==> src/verilog/dfpDiv_cfg.svh <==
`ifndef DFPDIV_CFG_SVH
`define DFPDIV_CFG_SVH

// ------------------------------
// decimal float divider sizing
// ------------------------------

// significand length in bcd digits
`define DFP_DIGITS 7

// biased exponent field width, all ones marks inf/nan
`define DFP_EXP_BITS 8
`define DFP_BIAS 127

// extra quotient digits beyond the significand
// round digit plus one more below it
`define DFP_GUARD 2

`endif

==> src/verilog/dfpPkg.sv <==
`include "dfpDiv_cfg.svh"

package dfpPkg;

	// ------------------------------
	// operand / result word
	// ------------------------------
	// value = sig * 10^(exp - bias - (digits-1))
	// exp all ones: sig zero is inf, otherwise nan
	typedef struct packed {
		logic sign;
		logic [`DFP_EXP_BITS-1:0] exp;
		logic [`DFP_DIGITS*4-1:0] sig;
	} dfpWord;

	// operand or result category
	typedef enum logic [1:0] {
		clsNormal,
		clsZero,
		clsInf,
		clsNan
	} dfpClass;

	// exception flags, same order as ieee 754
	typedef struct packed {
		logic invalid;
		logic divByZero;
		logic overflow;
		logic underflow;
		logic inexact;
	} dfpFlags;

	// intermediate result between pipeline stages
	// exp is signed and two bits wider so under/overflow is still visible
	typedef struct packed {
		logic sign;
		dfpClass cls;
		logic signed [`DFP_EXP_BITS+1:0] exp;
		logic [(`DFP_DIGITS+`DFP_GUARD)*4-1:0] quot;
		logic sticky;
		dfpFlags flags;
	} dfpQuot;

	typedef enum logic [2:0] {
		rmHalfEven,
		rmZero,
		// toward +inf
		rmUp,
		// toward -inf
		rmDown,
		rmHalfAway
	} roundMode;

endpackage

==> src/verilog/dfpNormalize.sv <==
`timescale 1ns/100ps
`include "dfpDiv_cfg.svh"

module dfpNormalize (
	input  logic clk,
	input  logic rst,
	input  logic ce,
	input  logic validIn,
	input  dfpPkg::dfpQuot qIn,
	input  dfpPkg::roundMode rmIn,
	output dfpPkg::dfpQuot qOut,
	output dfpPkg::roundMode rmOut,
	output logic validOut
);
	import dfpPkg::*;

	localparam int QuotBits = (`DFP_DIGITS + `DFP_GUARD) * 4;
	localparam int ExpW = `DFP_EXP_BITS + 2;

	logic [3:0] leadDigit;
	logic needShift;

	// aligned operands keep the quotient in [0.1, 10)
	// so at most one leading zero digit shows up
	assign leadDigit = qIn.quot[QuotBits-1-:4];
	assign needShift = qIn.cls == clsNormal && leadDigit == 4'd0;

	always_ff @(posedge clk) begin
		if (rst)
			validOut <= 1'b0;
		else if (ce)
			validOut <= validIn;
	end

	// ------------------------------
	// single digit shift
	// ------------------------------
	always_ff @(posedge clk) begin
		if (ce && validIn) begin
			qOut <= qIn;
			rmOut <= rmIn;
			if (needShift) begin
				// zero fills the bottom, sticky is left alone
				qOut.quot <= {qIn.quot[QuotBits-5:0], 4'h0};
				qOut.exp <= qIn.exp - ExpW'(1);
			end
		end
	end

endmodule

==> config.mk <==
export PLATFORM = sky130hd
export DESIGN_NAME = dfpNormalize
export DESIGN_NICKNAME = d
export VERILOG_FILES = /design/src/verilog/dfpPkg.sv /design/src/verilog/dfpNormalize.sv
export VERILOG_INCLUDE_DIRS = /design/src /design/src/verilog
export SDC_FILE = /design/constraint.sdc
export NUM_CORES = 1
export LEC_CHECK = 0
export BUFFER_PORTS_ARGS = -buffer_cell sky130_fd_sc_hd__buf_2
export CAP_MARGIN = 0
export CORE_ASPECT_RATIO = 0.8
export CORE_UTILIZATION = 40
export CTS_CLUSTER_SIZE = 25
export DETAILED_ROUTE_END_ITERATION = 10
export PLACE_DENSITY = 0.69
export SLEW_MARGIN = 20
export SYNTH_ARGS = -nofsm -noshare
export SYNTH_HDL_FRONTEND = slang
export SYNTH_SLANG_ARGS = --single-unit
==> constraint.sdc <==
create_clock -name clk -period 2.8 [get_ports clk]
set_input_delay 0.28 -clock clk [delete_from_list [all_inputs] [get_ports clk]]
set_output_delay 0.28 -clock clk [all_outputs]
set_load 0.01 [all_outputs]
# --- After elaboration in Yosys (flattened, before gate mapping) ---
# Index checks and enable logic that the tools add are counted.
word_totals:
  elab_cells: 19
  rom_bits: 0
  mem_count: 0
  ramBits: 0
  latch_bits: 0
  reg_bits: 59
classes:
  multipliers: 0
  n_addsub: 1
  div: 0
  n_eq_ne: 0
  n_mux: 1
  bitwise_logic: 0
  magnitude_cmp: 0
  n_shift: 0
  reduce_logical: 4
op_table:
  columns: ["cell", "n"]
  rows:
  - ["46-bit two-way mux", 1]
  - ["10-bit by 2-bit subtractor with 10-bit output (second input constant)", 1]
  - ["4-bit zero test", 1]
  - ["1-bit logical AND", 2]
  - ["2-bit zero test", 1]

# --- Longest topological paths before layout ---
logic_depth:
  word_depth: 3
  ltp_mapped: 6

# --- Least setup slack after synthesis ---
# OpenSTA, ideal clock, no wires.
synth_path:
  path_type: "input port to flip-flop"
  startpoint: "in validIn"
  endpoint: "reg qOut[0] in the netlist's numbering (enable)"
  cell_stages: 1
  required_ns: 2.378
  arrival_time_ns: 1.669
  setup_slack_ns: 0.709
  cell_sequence: "and2_1"
synth_between:
  elab_chain_cells: 1
synth_rtl:
  columns: ["item", "line", "rtl"]
  rows:
  - ["start, declared", "dfpNormalize.sv:8", "input logic validIn,"]
  - ["1-bit logical AND", "dfpNormalize.sv:39", "if (ce && validIn) begin"]
  - ["end signal, assigned", "dfpNormalize.sv:40", "qOut <= qIn;"]
  - ["end, declared", "dfpNormalize.sv:11", "output dfpPkg::dfpQuot qOut,"]
# Every way passes these cells.
# A chain may end at the register's enable or synchronous reset.

# --- Worst setup path after layout ---
layout_path:
  startpoint: "in qIn[53] in the netlist's numbering"
  endpoint: "reg qOut[51] in the netlist's numbering, data pin"
layout_between:
  elab_chain_cells: 3
layout_rtl:
  columns: ["item", "line", "rtl"]
  rows:
  - ["start, declared", "dfpNormalize.sv:9", "input dfpPkg::dfpQuot qIn,"]
  - ["2-bit zero test", "dfpNormalize.sv:26", "assign needShift = qIn.cls == clsNormal && leadDigit == 4'd0;"]
  - ["1-bit logical AND", "dfpNormalize.sv:26", null]
  - ["46-bit two-way mux", "dfpNormalize.sv:42", "if (needShift) begin"]
# Every way passes these cells.

==> impl_metrics.csv <==
group,metric,value,unit
finish,final-seq-area,1760,sq um
worst_setup_path,crit_path_max_fanout,4,
sta,hold_viol,0,
clock_tree,ctsResizeCount,0,
route,drt_wl_total,5.14,mm
clock_tree,post_cts_buffers,0,
sta,finalSetupViolCount,0,
worst_setup_path,cp-start-kind,"input pin",
worst_setup_path,worst_setup_path_end_kind,"register",
sta,setup_slack,0.904,ns
worst_hold_path,hold_path_depth,2,
grt,grt_start_max_net_pins,38,
clock_tree,clk_pin_slew,0.07,ns
route,wl_met3,530,um
worst_setup_path,rr_worst_depth,2,
synthesis,synth-warning-count,0,
grt,first_global_vias,1777,
finish,drive_above_1_share,43.4,%
synthesis,syn-instance-count,192,
power,p_per_area,603,nW/um^2
synthesis,postSynthAreaPerCell,12.4,sq um
worst_hold_path,min_from,"rst",
sta,post-route-period-util,67.7,%
synthesis,synth_area,2380,sq um
route,drc,0,
synthesis,ys_seq_area_share,73.9,%
worst_setup_path,r2r_end,"validOut",
clock_tree,clock-sinks,59,
clock_tree,cts_tree,"done",
die,core-area,5590,sq um
route,route.antenna.remaining_nets,0,
power,ir_drop,0.000295,V
clock_tree,cts_buffers,9,
die,die_w,88.3,um
route,wl_met1,2.08,mm
grt,antenna_found_initial,0,
outcome,outcome,"finished, final reports clean",
place,dp_hpwl,3.72,mm
sta,max-slew-margin-rel,62.0,%
sta,finalSetupTns,0,ns
synthesis,syn-num-nets,255,
place,io_buffer_count,120,
place,gp_congestion,0.747,
sta,rsz0062_at_grt,"false",
sta,clock.fmax,0.527,GHz
clock_tree,postCtsHoldBufs,0,
worst_setup_path,worstPathArrival,1.99,ns
sta,slew_viol_final,0,
die,start_util,42.7,%
route,wl_per_cell,12.8,um
grt,grt_usage,18.0,%
sta,skew,0,ns
worst_hold_path,worstHoldPathType,"input pin to register",
grt,grt_pass1_wl,8.16,mm
place,post-place-cells,387,
finish,area_growth,37.8,%
finish,nets,383,
clock_tree,cts_max_path_buffers,2,
finish,fill_cells,501,
sta,tightest_slew,0.570,ns
place,dp_slack,0.544,ns
worst_setup_path,reg2reg_from,"validOut",
finish,instances_no_fill,403,
finish,multiInputGateArea,591,sq um
die,die_h,71.1,um
route,topRoutingLayerUsed,"met4",
die,die_area,6280,sq um
worst_setup_path,critPathRequiredTime,2.89,ns
sta,min_period,1.90,ns
clock_tree,htreeDepth,3,
clock_tree,clk_latency,0.33,ns
route,dr_total_vias,1807,
route,drtPass1Iterations,4,
sta,whs,0.102,ns
worst_setup_path,crit_type,"input pin to register",
synthesis,ys_types,21,
synthesis,synth-seq-cells,59,
grt,overflow,0,
flow_run,cap_violations,0,
route,dr_wl_met2,2.48,mm
worst_setup_path,rrSetupSlack,2.19,ns
worst_hold_path,holdPathEnd,"validOut",
die,num_io_pins,121,
clock_tree,root_buffer,"clkbuf_8",
die,row_count,24,
route,first_iter_violations,63,
route,via_per_inst,4.48,
finish,diodes,0,
power,leakage,1.49,nW
## critical path, cell delays in order
cell	delay, ns
buf_2	0.11
or4_4	0.56
or4_4	0.51
or3b_1	0.40
xnor2_1	0.13
## power by group
group,internal (mW),switching (mW)
Sequential,1.04,0.0127
Clock,0.398,0.332
Combinational,0.0904,0.110
## layer usage
metal  vias to the layer above  track usage [%]
met3                         4             9.68
li1                        912                -
met1                       806             21.0
met2                        85             28.5
met5                         -                0
met4                         0             5.38
## cells in the mapped netlist
cell type / count / area (sq um)
xnor2_1: 7 / 61.3
and2_1: 5 / 31.3
ha_1: 1 / 12.5
nand2_1: 87 / 327
or4_1: 2 / 15.0
nor3_1: 1 / 5.00
dfxtp_1: 1 / 20.0
nor4_1: 2 / 12.5
or3b_1: 1 / 8.76
or3_1: 1 / 6.26
clkbuf_1: 6 / 22.5
a21o_1: 4 / 30.0
o21ai_0: 1 / 5.00
nand3_1: 2 / 10.0
buf_2: 1 / 5.00
or4_4: 2 / 22.5
inv_1: 3 / 11.3
edfxtp_1: 58 / 1740
a21oi_1: 1 / 5.00
nor2_1: 4 / 15.0
xor2_1: 2 / 17.5
## metrics by stage
stage	instance area, sq um	utilization, %	power (mW)
3_5_place_dp	3100	55.6	1.27
3_3_place_gp	3100	55.6	1.27
6_report	3290	58.8	1.98
2_1_floorplan	2380	-	1.15
5_1_grt	3290	58.8	2.07
4_1_cts	3290	58.8	2.01
## flip-flops by register name, summed over array words and instances, names as in the netlist
signal / flops
rmOut: 3
qOut: 55
validOut: 1
## cell usage in the layout (no fill, tap or decap), types with 2 or more instances in the layout
master,instances
a21o_1,4
and2_1,4
buf_2,120
buf_4,3
clkbuf_8,9
clkinv_1,3
clkinv_2,2
edfxtp_1,58
inv_1,3
nand2_1,87
nand3_1,2
nor2_1,4
nor4_1,2
or4_1,2
or4_4,2
xnor2_1,7
xor2_1,2
## worst max path at each step
stage	startpoint	slack, ns	cells after the start	end
after floorplan	validIn	0.71	1	qOut[0]
after global placement	qIn[53]	0.56	5	qOut[51]
after detailed placement	qIn[53]	0.54	5	qOut[51]
after CTS	qIn[53]	0.91	5	qOut[51]
after global routing	qIn[53]	0.87	5	qOut[51]
final	qIn[53]	0.90	5	qOut[51]
## layout make-up
type | count | share of cell area [%]
inverter | 3 | 0.343
sequential | 59 | 53.6
tap | 78 | 2.97
multi-input combinational | 123 | 18.0
clock buffer | 9 | 3.77
timing repair buffer | 124 | 19.6
clock inverter | 7 | 1.79
## cell families after synthesis
| group | Yosys count | synth area share [%] |
|---|---|---|
| buf+inv | 10 | 1.63 |
| simple gates | 107 | 19.0 |
| xor+xnor | 9 | 3.31 |
| flops | 59 | 73.9 |
| compound gates | 6 | 1.68 |
| fa+ha+maj | 1 | 0.525 |
Note: power is estimated with default switching activity, not from simulation.
