**config.mk**
```make
export PLATFORM = sky130hd
export DESIGN_NAME = dfpRound
export DESIGN_NICKNAME = d
export VERILOG_FILES = /design/src/verilog/dfpPkg.sv /design/src/verilog/dfpRound.sv
export VERILOG_INCLUDE_DIRS = /design/src /design/src/verilog
export SDC_FILE = /design/constraint.sdc
export NUM_CORES = 1
export LEC_CHECK = 0
export ABC_AREA = 0
export BUFFER_PORTS_ARGS = -buffer_cell sky130_fd_sc_hd__buf_4
export CORE_MARGIN = 2
export CORE_UTILIZATION = 49
export CTS_CLUSTER_DIAMETER = 200
export DETAILED_ROUTE_END_ITERATION = 10
export PLACE_DENSITY = 0.8
export SYNTH_ARGS = -nofsm -noshare
export SYNTH_HDL_FRONTEND = slang
export SYNTH_SLANG_ARGS = --single-unit
```
**constraint.sdc**
```tcl
create_clock -name clk -period 4.55 [get_ports clk]
set_clock_uncertainty 0.1 [all_clocks]
set_input_delay 0.6825 -clock clk [delete_from_list [all_inputs] [get_ports clk]]
set_output_delay 0.6825 -clock clk [all_outputs]
set_load 0.01 [all_outputs]
```
**src/verilog/dfpDiv_cfg.svh**
```systemverilog
`ifndef DFPDIV_CFG_SVH
`define DFPDIV_CFG_SVH

// ------------------------------
// decimal float divider sizing
// ------------------------------

// significand length in bcd digits
`define DFP_DIGITS 7

// biased exponent field width, all ones marks inf/nan
`define DFP_EXP_BITS 8
`define DFP_BIAS 127

// extra quotient digits beyond the significand
// round digit plus one more below it
`define DFP_GUARD 2

`endif

```
**src/verilog/dfpPkg.sv**
```systemverilog
`include "dfpDiv_cfg.svh"

package dfpPkg;

	// ------------------------------
	// operand / result word
	// ------------------------------
	// value = sig * 10^(exp - bias - (digits-1))
	// exp all ones: sig zero is inf, otherwise nan
	typedef struct packed {
		logic sign;
		logic [`DFP_EXP_BITS-1:0] exp;
		logic [`DFP_DIGITS*4-1:0] sig;
	} dfpWord;

	// operand or result category
	typedef enum logic [1:0] {
		clsNormal,
		clsZero,
		clsInf,
		clsNan
	} dfpClass;

	// exception flags, same order as ieee 754
	typedef struct packed {
		logic invalid;
		logic divByZero;
		logic overflow;
		logic underflow;
		logic inexact;
	} dfpFlags;

	// intermediate result between pipeline stages
	// exp is signed and two bits wider so under/overflow is still visible
	typedef struct packed {
		logic sign;
		dfpClass cls;
		logic signed [`DFP_EXP_BITS+1:0] exp;
		logic [(`DFP_DIGITS+`DFP_GUARD)*4-1:0] quot;
		logic sticky;
		dfpFlags flags;
	} dfpQuot;

	typedef enum logic [2:0] {
		rmHalfEven,
		rmZero,
		// toward +inf
		rmUp,
		// toward -inf
		rmDown,
		rmHalfAway
	} roundMode;

endpackage

```
**src/verilog/dfpRound.sv**
```systemverilog
`timescale 1ns/100ps
`include "dfpDiv_cfg.svh"

module dfpRound (
	input  logic clk,
	input  logic rst,
	input  logic ce,
	input  logic validIn,
	input  dfpPkg::dfpQuot qIn,
	input  dfpPkg::roundMode rm,
	output dfpPkg::dfpWord o,
	output dfpPkg::dfpFlags flags,
	output logic done
);
	import dfpPkg::*;

	localparam int Digits = `DFP_DIGITS;
	localparam int Guard = `DFP_GUARD;
	localparam int SigBits = Digits * 4;
	localparam int QuotBits = (Digits + Guard) * 4;
	localparam int ExpBits = `DFP_EXP_BITS;
	localparam int ExpW = ExpBits + 2;
	// largest finite biased exponent
	localparam int MaxExp = (1 << ExpBits) - 2;
	localparam logic [SigBits-1:0] SigOne = {4'h1, {(SigBits - 4){1'b0}}};

	logic [SigBits-1:0] kept;
	logic [3:0] rndDigit;
	logic restNz;
	logic inexact;
	logic incr;
	logic carry;
	logic [SigBits-1:0] sigInc;
	logic [SigBits-1:0] sigFinal;
	logic signed [ExpW-1:0] expFinal;
	dfpWord wordNext;
	dfpFlags flagsNext;

	// ------------------------------
	// increment decision
	// ------------------------------
	always_comb begin
		kept = qIn.quot[QuotBits-1-:SigBits];
		rndDigit = qIn.quot[(Guard-1)*4+:4];
		restNz = (qIn.quot[(Guard-1)*4-1:0] != '0) || qIn.sticky;
		inexact = (rndDigit != 4'd0) || restNz;
		case (rm)
			// ties go to the even last digit
			rmHalfEven: incr = rndDigit > 4'd5 || (rndDigit == 4'd5 && (restNz || kept[0]));
			rmZero: incr = 1'b0;
			rmUp: incr = inexact && !qIn.sign;
			rmDown: incr = inexact && qIn.sign;
			rmHalfAway: incr = rndDigit >= 4'd5;
			default: incr = 1'b0;
		endcase
		// bcd +1 ripple, nines roll over to zero
		carry = incr;
		for (int i = 0; i < Digits; i++) begin
			if (carry && kept[i*4+:4] == 4'd9) begin
				sigInc[i*4+:4] = 4'd0;
			end else if (carry) begin
				sigInc[i*4+:4] = kept[i*4+:4] + 4'd1;
				carry = 1'b0;
			end else begin
				sigInc[i*4+:4] = kept[i*4+:4];
			end
		end
		// all nines rounded up: 1000000 one decade higher
		sigFinal = carry ? SigOne : sigInc;
		expFinal = qIn.exp + ExpW'(carry);
	end

	// ------------------------------
	// range check and encode
	// ------------------------------
	always_comb begin
		flagsNext = qIn.flags;
		wordNext.sign = qIn.sign;
		wordNext.exp = expFinal[ExpBits-1:0];
		wordNext.sig = sigFinal;
		case (qIn.cls)
			clsNan: begin
				// canonical quiet nan
				wordNext.sign = 1'b0;
				wordNext.exp = '1;
				wordNext.sig = SigOne;
			end
			clsInf: begin
				wordNext.exp = '1;
				wordNext.sig = '0;
			end
			clsZero: begin
				wordNext.exp = '0;
				wordNext.sig = '0;
			end
			default: begin
				flagsNext.inexact = inexact;
				if (expFinal > MaxExp) begin
					wordNext.exp = '1;
					wordNext.sig = '0;
					flagsNext.overflow = 1'b1;
					flagsNext.inexact = 1'b1;
				end else if (expFinal < 0) begin
					// no subnormals, flush to a signed zero
					wordNext.exp = '0;
					wordNext.sig = '0;
					flagsNext.underflow = 1'b1;
					flagsNext.inexact = 1'b1;
				end
			end
		endcase
	end

	always_ff @(posedge clk) begin
		if (rst) begin
			o <= '0;
			flags <= '0;
			done <= 1'b0;
		end else if (ce) begin
			done <= validIn;
			if (validIn) begin
				o <= wordNext;
				flags <= flagsNext;
			end
		end
	end

endmodule

```
Yosys cells after proc, flatten, opt, wreduce, memory -nomap -nowiden
Cells that the tools add are included.
Widths: inputs -> output; s select.
Cells by class
  add/sub/neg operators: 8
  multiply operators: 0
  divide/modulo/power cells: 0
  order comparisons: 4
  equality and inequality tests: 14
  shift-type cells: 0
  muxes and demuxes: 32
  bitwise gates (word level): 0
  reduce and logical (&&, ||, !) cells: 20
Operator list (count)
  $pmux 36 s3: 1
  $mux 36: 2
  $mux 4: 14
  $add 4x1->4 const B: 7
  $eq 4x4->1 const B: 7
  $mux 28: 1
  $mux 1: 11
  $add 10x1->10: 1
  $gt 10x9->1 const B: 1
  $logic_and 1x1->1: 10
  $lt 10x1->1 const B: 1
  $reduce_bool 4->1: 2
  $eq 3x2->1 const B: 2
  $eq 2x2->1 const B: 2
  $eq 4x3->1 const B: 1
  $ge 4x3->1 const B: 1
  $gt 4x3->1 const B: 1
  $logic_or 1x1->1: 4
  $pmux 1 s4: 1
  $eq 3x3->1 const B: 1
  $logic_not 3->1: 1
  $mux 3: 1
  $reduce_or 3->1: 1
  $eq 2x1->1 const B: 1
  3 further kinds: 3
Word-level totals
  register bits after elaboration: 43
  latch bits: 0
  memory bits (writable): 0
  memory bits (read-only): 0
  input bits: 62
  output and inout port bits: 43
  logic and storage cells: 87
  memories kept: 0

Depth between registers and ports, before layout
  depth after elaboration: 25
  gate-level depth with buffers: 15
  mapped depth without buffers: 13

Least setup slack after synthesis
Ideal clock, no wire load.
  kind: input -> register
  start point: input rm[0]
  end point: register o[22] (netlist bit)
  data arrival time: 3569 ps
  required time: 4375 ps
  path slack: 806 ps
  stages on the path: 13
  buffers on the path: 1
  cell sequence: xnor2_1 -> nand3b_1 -> o22ai_1 -> buf_2 -> nor2_1 -> nor3_1 -> ha_1 -> nand4_1 -> o31a_1 -> nor3_4 -> nor4b_4 -> nand2_1 -> a22oi_2
Between the ends
  longest elaborated chain between the ends: 21
Ends and longest elaborated chain
  start, declared: line dfpRound.sv:10  | input dfpPkg::roundMode rm,
  $eq 3x3->1 (tied with other cells): line dfpRound.sv:47  | case (rm)
  $pmux 1 s4 (*): line dfpRound.sv:47
  $logic_and 1x1->1: line dfpRound.sv:59  | if (carry && kept[i*4+:4] == 4'd9) begin
  $mux 1 (*): line dfpRound.sv:59
  $logic_and 1x1->1: line dfpRound.sv:59
  $mux 1 (*): line dfpRound.sv:59
  $logic_and 1x1->1: line dfpRound.sv:59
  $mux 1 (*): line dfpRound.sv:59
  [... 5 more ...]
  $mux 1: line dfpRound.sv:59
  $logic_and 1x1->1: line dfpRound.sv:59
  $mux 1: line dfpRound.sv:59
  $add 10x1->10: line dfpRound.sv:70  | expFinal = qIn.exp + ExpW'(carry);
  $lt 10x1->1: line dfpRound.sv:103  | end else if (expFinal < 0) begin
  $mux 36: line dfpRound.sv:103
  $mux 36 (*): line dfpRound.sv:98  | if (expFinal > MaxExp) begin
  $pmux 36 s3 (*): line dfpRound.sv:81  | case (qIn.cls)
  end signal, assigned: line dfpRound.sv:122  | o <= wordNext;
  end, declared: line dfpRound.sv:11  | output dfpPkg::dfpWord o,
Mark *: on every way between the ends. The rest lies on a longest branch, timed or not.
A chain may end at the register's enable or synchronous reset.

Worst setup path after layout
Same ends and word-level chain as after synthesis.

==> qor.csv <==
metric,value,unit
drt-wirelength-per-cell,14.12,um
yosys.area.top_type_share,0.3261,
critPathLaunchType,input port,
num_rows,26,
die-area,0.005991,mm^2
die_width,77.40,um
grt_pass1_vias,2512,
post_cts_buffers,0,
ys_ff_latch,43,
ant_nets,0,
coreArea,0.005140,mm^2
ir_worst_vdd,0.1461,mV
synth_edf_count,0,
place_ws,0.08013,ns
syn_nets,395,
fin_ws,0.6890,ns
cap_violations,0,
track_usage,0.2385,
port_buffers,104,
grt_pass1_wl,11.66,mm
status,"finished, final reports clean",
synthCells,317,
period_minus_slack,3.861,ns
gp_congestion,0.8580,
ys.flop_type,dfxtp_1,
hold_slack,0.3494,ns
syn_avg_cell_area,8.328,um^2
hold_buffers,0,
gr-total-overflow,0,
async_flop_share,0,
power_density,221.1,mW/mm^2
drive_above_1_share,0.3137,
numPlacedInstances,486,
nets,501,
arrival,3.98,ns
diodes,0,
yosysUniqueCellTypes,54,
fmax,259.0,MHz
tightest_slew,1.134,ns
drt_pass1_iterations,4,
io_pins,105,
finalSetupTns,0,ns
setup_viol,0,
yosys.area.top_type,dfxtp_1,
yosysMostFrequentCell,nand2_1,
clk_latency,0.29,ns
crit_fanout,19,
instances_no_fill,494,
grt_max_degree,29,
cts-resized-gates,0,
synth.top_cells.by_count,"44 x nand2_1, 43 x dfxtp_1, 25 x nor2_1",
clockBufferDepth,2,
initial_core_util,0.5136,
cts_htree_levels,2,
ys_warn_count,0,
worstSetupPathType,in -> reg,
dr_total_vias,2686,
routed_wl,6.976,mm
crit_required,4.67,ns
worstSetupEndpointType,flop,
yosysSeqAreaShare,0.3261,
finalHoldViolations,0,
avgViaCountPerCell,5.437,
grt_setup_unrepaired,no,
die_h,77.40,um
leakagePower,1.557,nW
power,793.1,uW
report.final.slew_viol_count,0,
fill_cells,455,
cts_tree,done,
syn_area,0.002640,mm^2
hpwlAfterDp,5.541,mm
netlist_top_cells_area,"dfxtp_1 33%, ha_1 7.6%, nand2_1 6.3%",
drt_iter0_markers,105,
post-route-period-util,0.8486,
route.detailed.drc,0,
cts_sinks,43,
clk_pin_slew,0.08,ns
antenna_found_initial,0,
cts_buffers,5,
syn_to_final_growth,35.88,%
cts_root_buffer,clkbuf_8,
min_path_type,reg -> reg,
relSlewSlack,0.2430,
## critical path: stages
cell and delay, ns:
buf_4 0.12, xnor2_1 0.15, nand3b_1 0.19, a21oi_2 0.56, nor2_1 0.14, nor3_1 0.28, ha_1 0.25, nand4_1 0.13
o31a_1 0.30, nor3_4 0.33, nor4b_4 0.25, buf_4 0.28, nand2_1 0.14, a22oi_2 0.17
## layout make-up
class                           instances  area (um^2)  area share
Clock buffer                            5        68.82     0.01918
Clock inverter                          3        15.01    0.004186
Inverter                               14        52.55     0.01465
Multi-Input combinational cell        249         1677      0.4674
Sequential cell                        43        860.8      0.2400
Tap cell                               70        87.58     0.02442
Timing Repair Buffer                  110        825.8      0.2302
## through the flow
| step | utilization | instance area [um^2] |
|---|---|---|
| 2_1_floorplan | - | 2640 |
| 3_3_place_gp | 0.6809 | 3500 |
| 3_5_place_dp | 0.6809 | 3500 |
| 4_1_cts | 0.6972 | 3583 |
| 5_1_grt | 0.6979 | 3587 |
| 6_report | 0.6979 | 3587 |
## sequential cells by signal, summed over array words and instances, names as in the netlist
signal  flops
o          37
flags       5
done        1
## cells in the final DEF, fill, tap and decap left out, drive strengths merged, types with 5 or more instances in the layout
cell / synthesis / routed
xnor2: 8 / 8
buf: 5 / 110
nor2: 25 / 25
nand2: 45 / 45
nand3b: 5 / 5
ha: 16 / 16
mux2i: 5 / 5
inv: 14 / 14
clkbuf: 6 / 5
a211oi: 15 / 15
a32o: 5 / 5
nand3: 11 / 11
o2111ai: 5 / 5
o211ai: 7 / 7
a21oi: 7 / 7
o21ai: 25 / 25
nor3: 13 / 13
xor2: 15 / 15
dfxtp: 43 / 43
## per-layer routing
| metal | global-route usage | vias up | wire (um) |
|---|---|---|---|
| met4 | 0.07143 | 0 | 114 |
| met2 | 0.3965 | 98 | 3258 |
| li1 | - | 1358 | - |
| met1 | 0.3170 | 1217 | 3213 |
| met5 | 0 | - | 0 |
| met3 | 0.04186 | 13 | 390 |
## final timing paths
path                            depth (start not counted)    end  slack (ns)   from
worst max-delay path                                   14  o[22]        0.69  rm[0]
worst min-delay path                                    2   o[4]        0.35   o[4]
worst max register to register                          3  o[22]        3.62  o[22]
worst min register to register                          2   o[4]        0.35   o[4]
## power by group
| part | internal (mW) | total, mW | switching [mW] | leakage (nW) |
|---|---|---|---|---|
| Sequential | 0.386 | 0.392 | 0.00561 | 0.349 |
| Clock | 0.105 | 0.234 | 0.129 | 0.0477 |
| Combinational | 0.0814 | 0.167 | 0.0861 | 1.16 |
## cells by family (layout without fill, tap and decap cells)
kind of cell | count (synthesis) | count (layout) | share of synthesized area
xor gates and xnor gates | 23 | 23 | 0.07631
muxes | 8 | 8 | 0.03175
and+or+nand+nor | 120 | 120 | 0.2280
adders and majority gates | 16 | 16 | 0.07583
DFF | 43 | 43 | 0.3261
buffers and inverters | 25 | 132 | 0.04123
AOI/OAI and AO/OA | 82 | 82 | 0.2209
No activity file was read; power rests on OpenSTA's default activity.
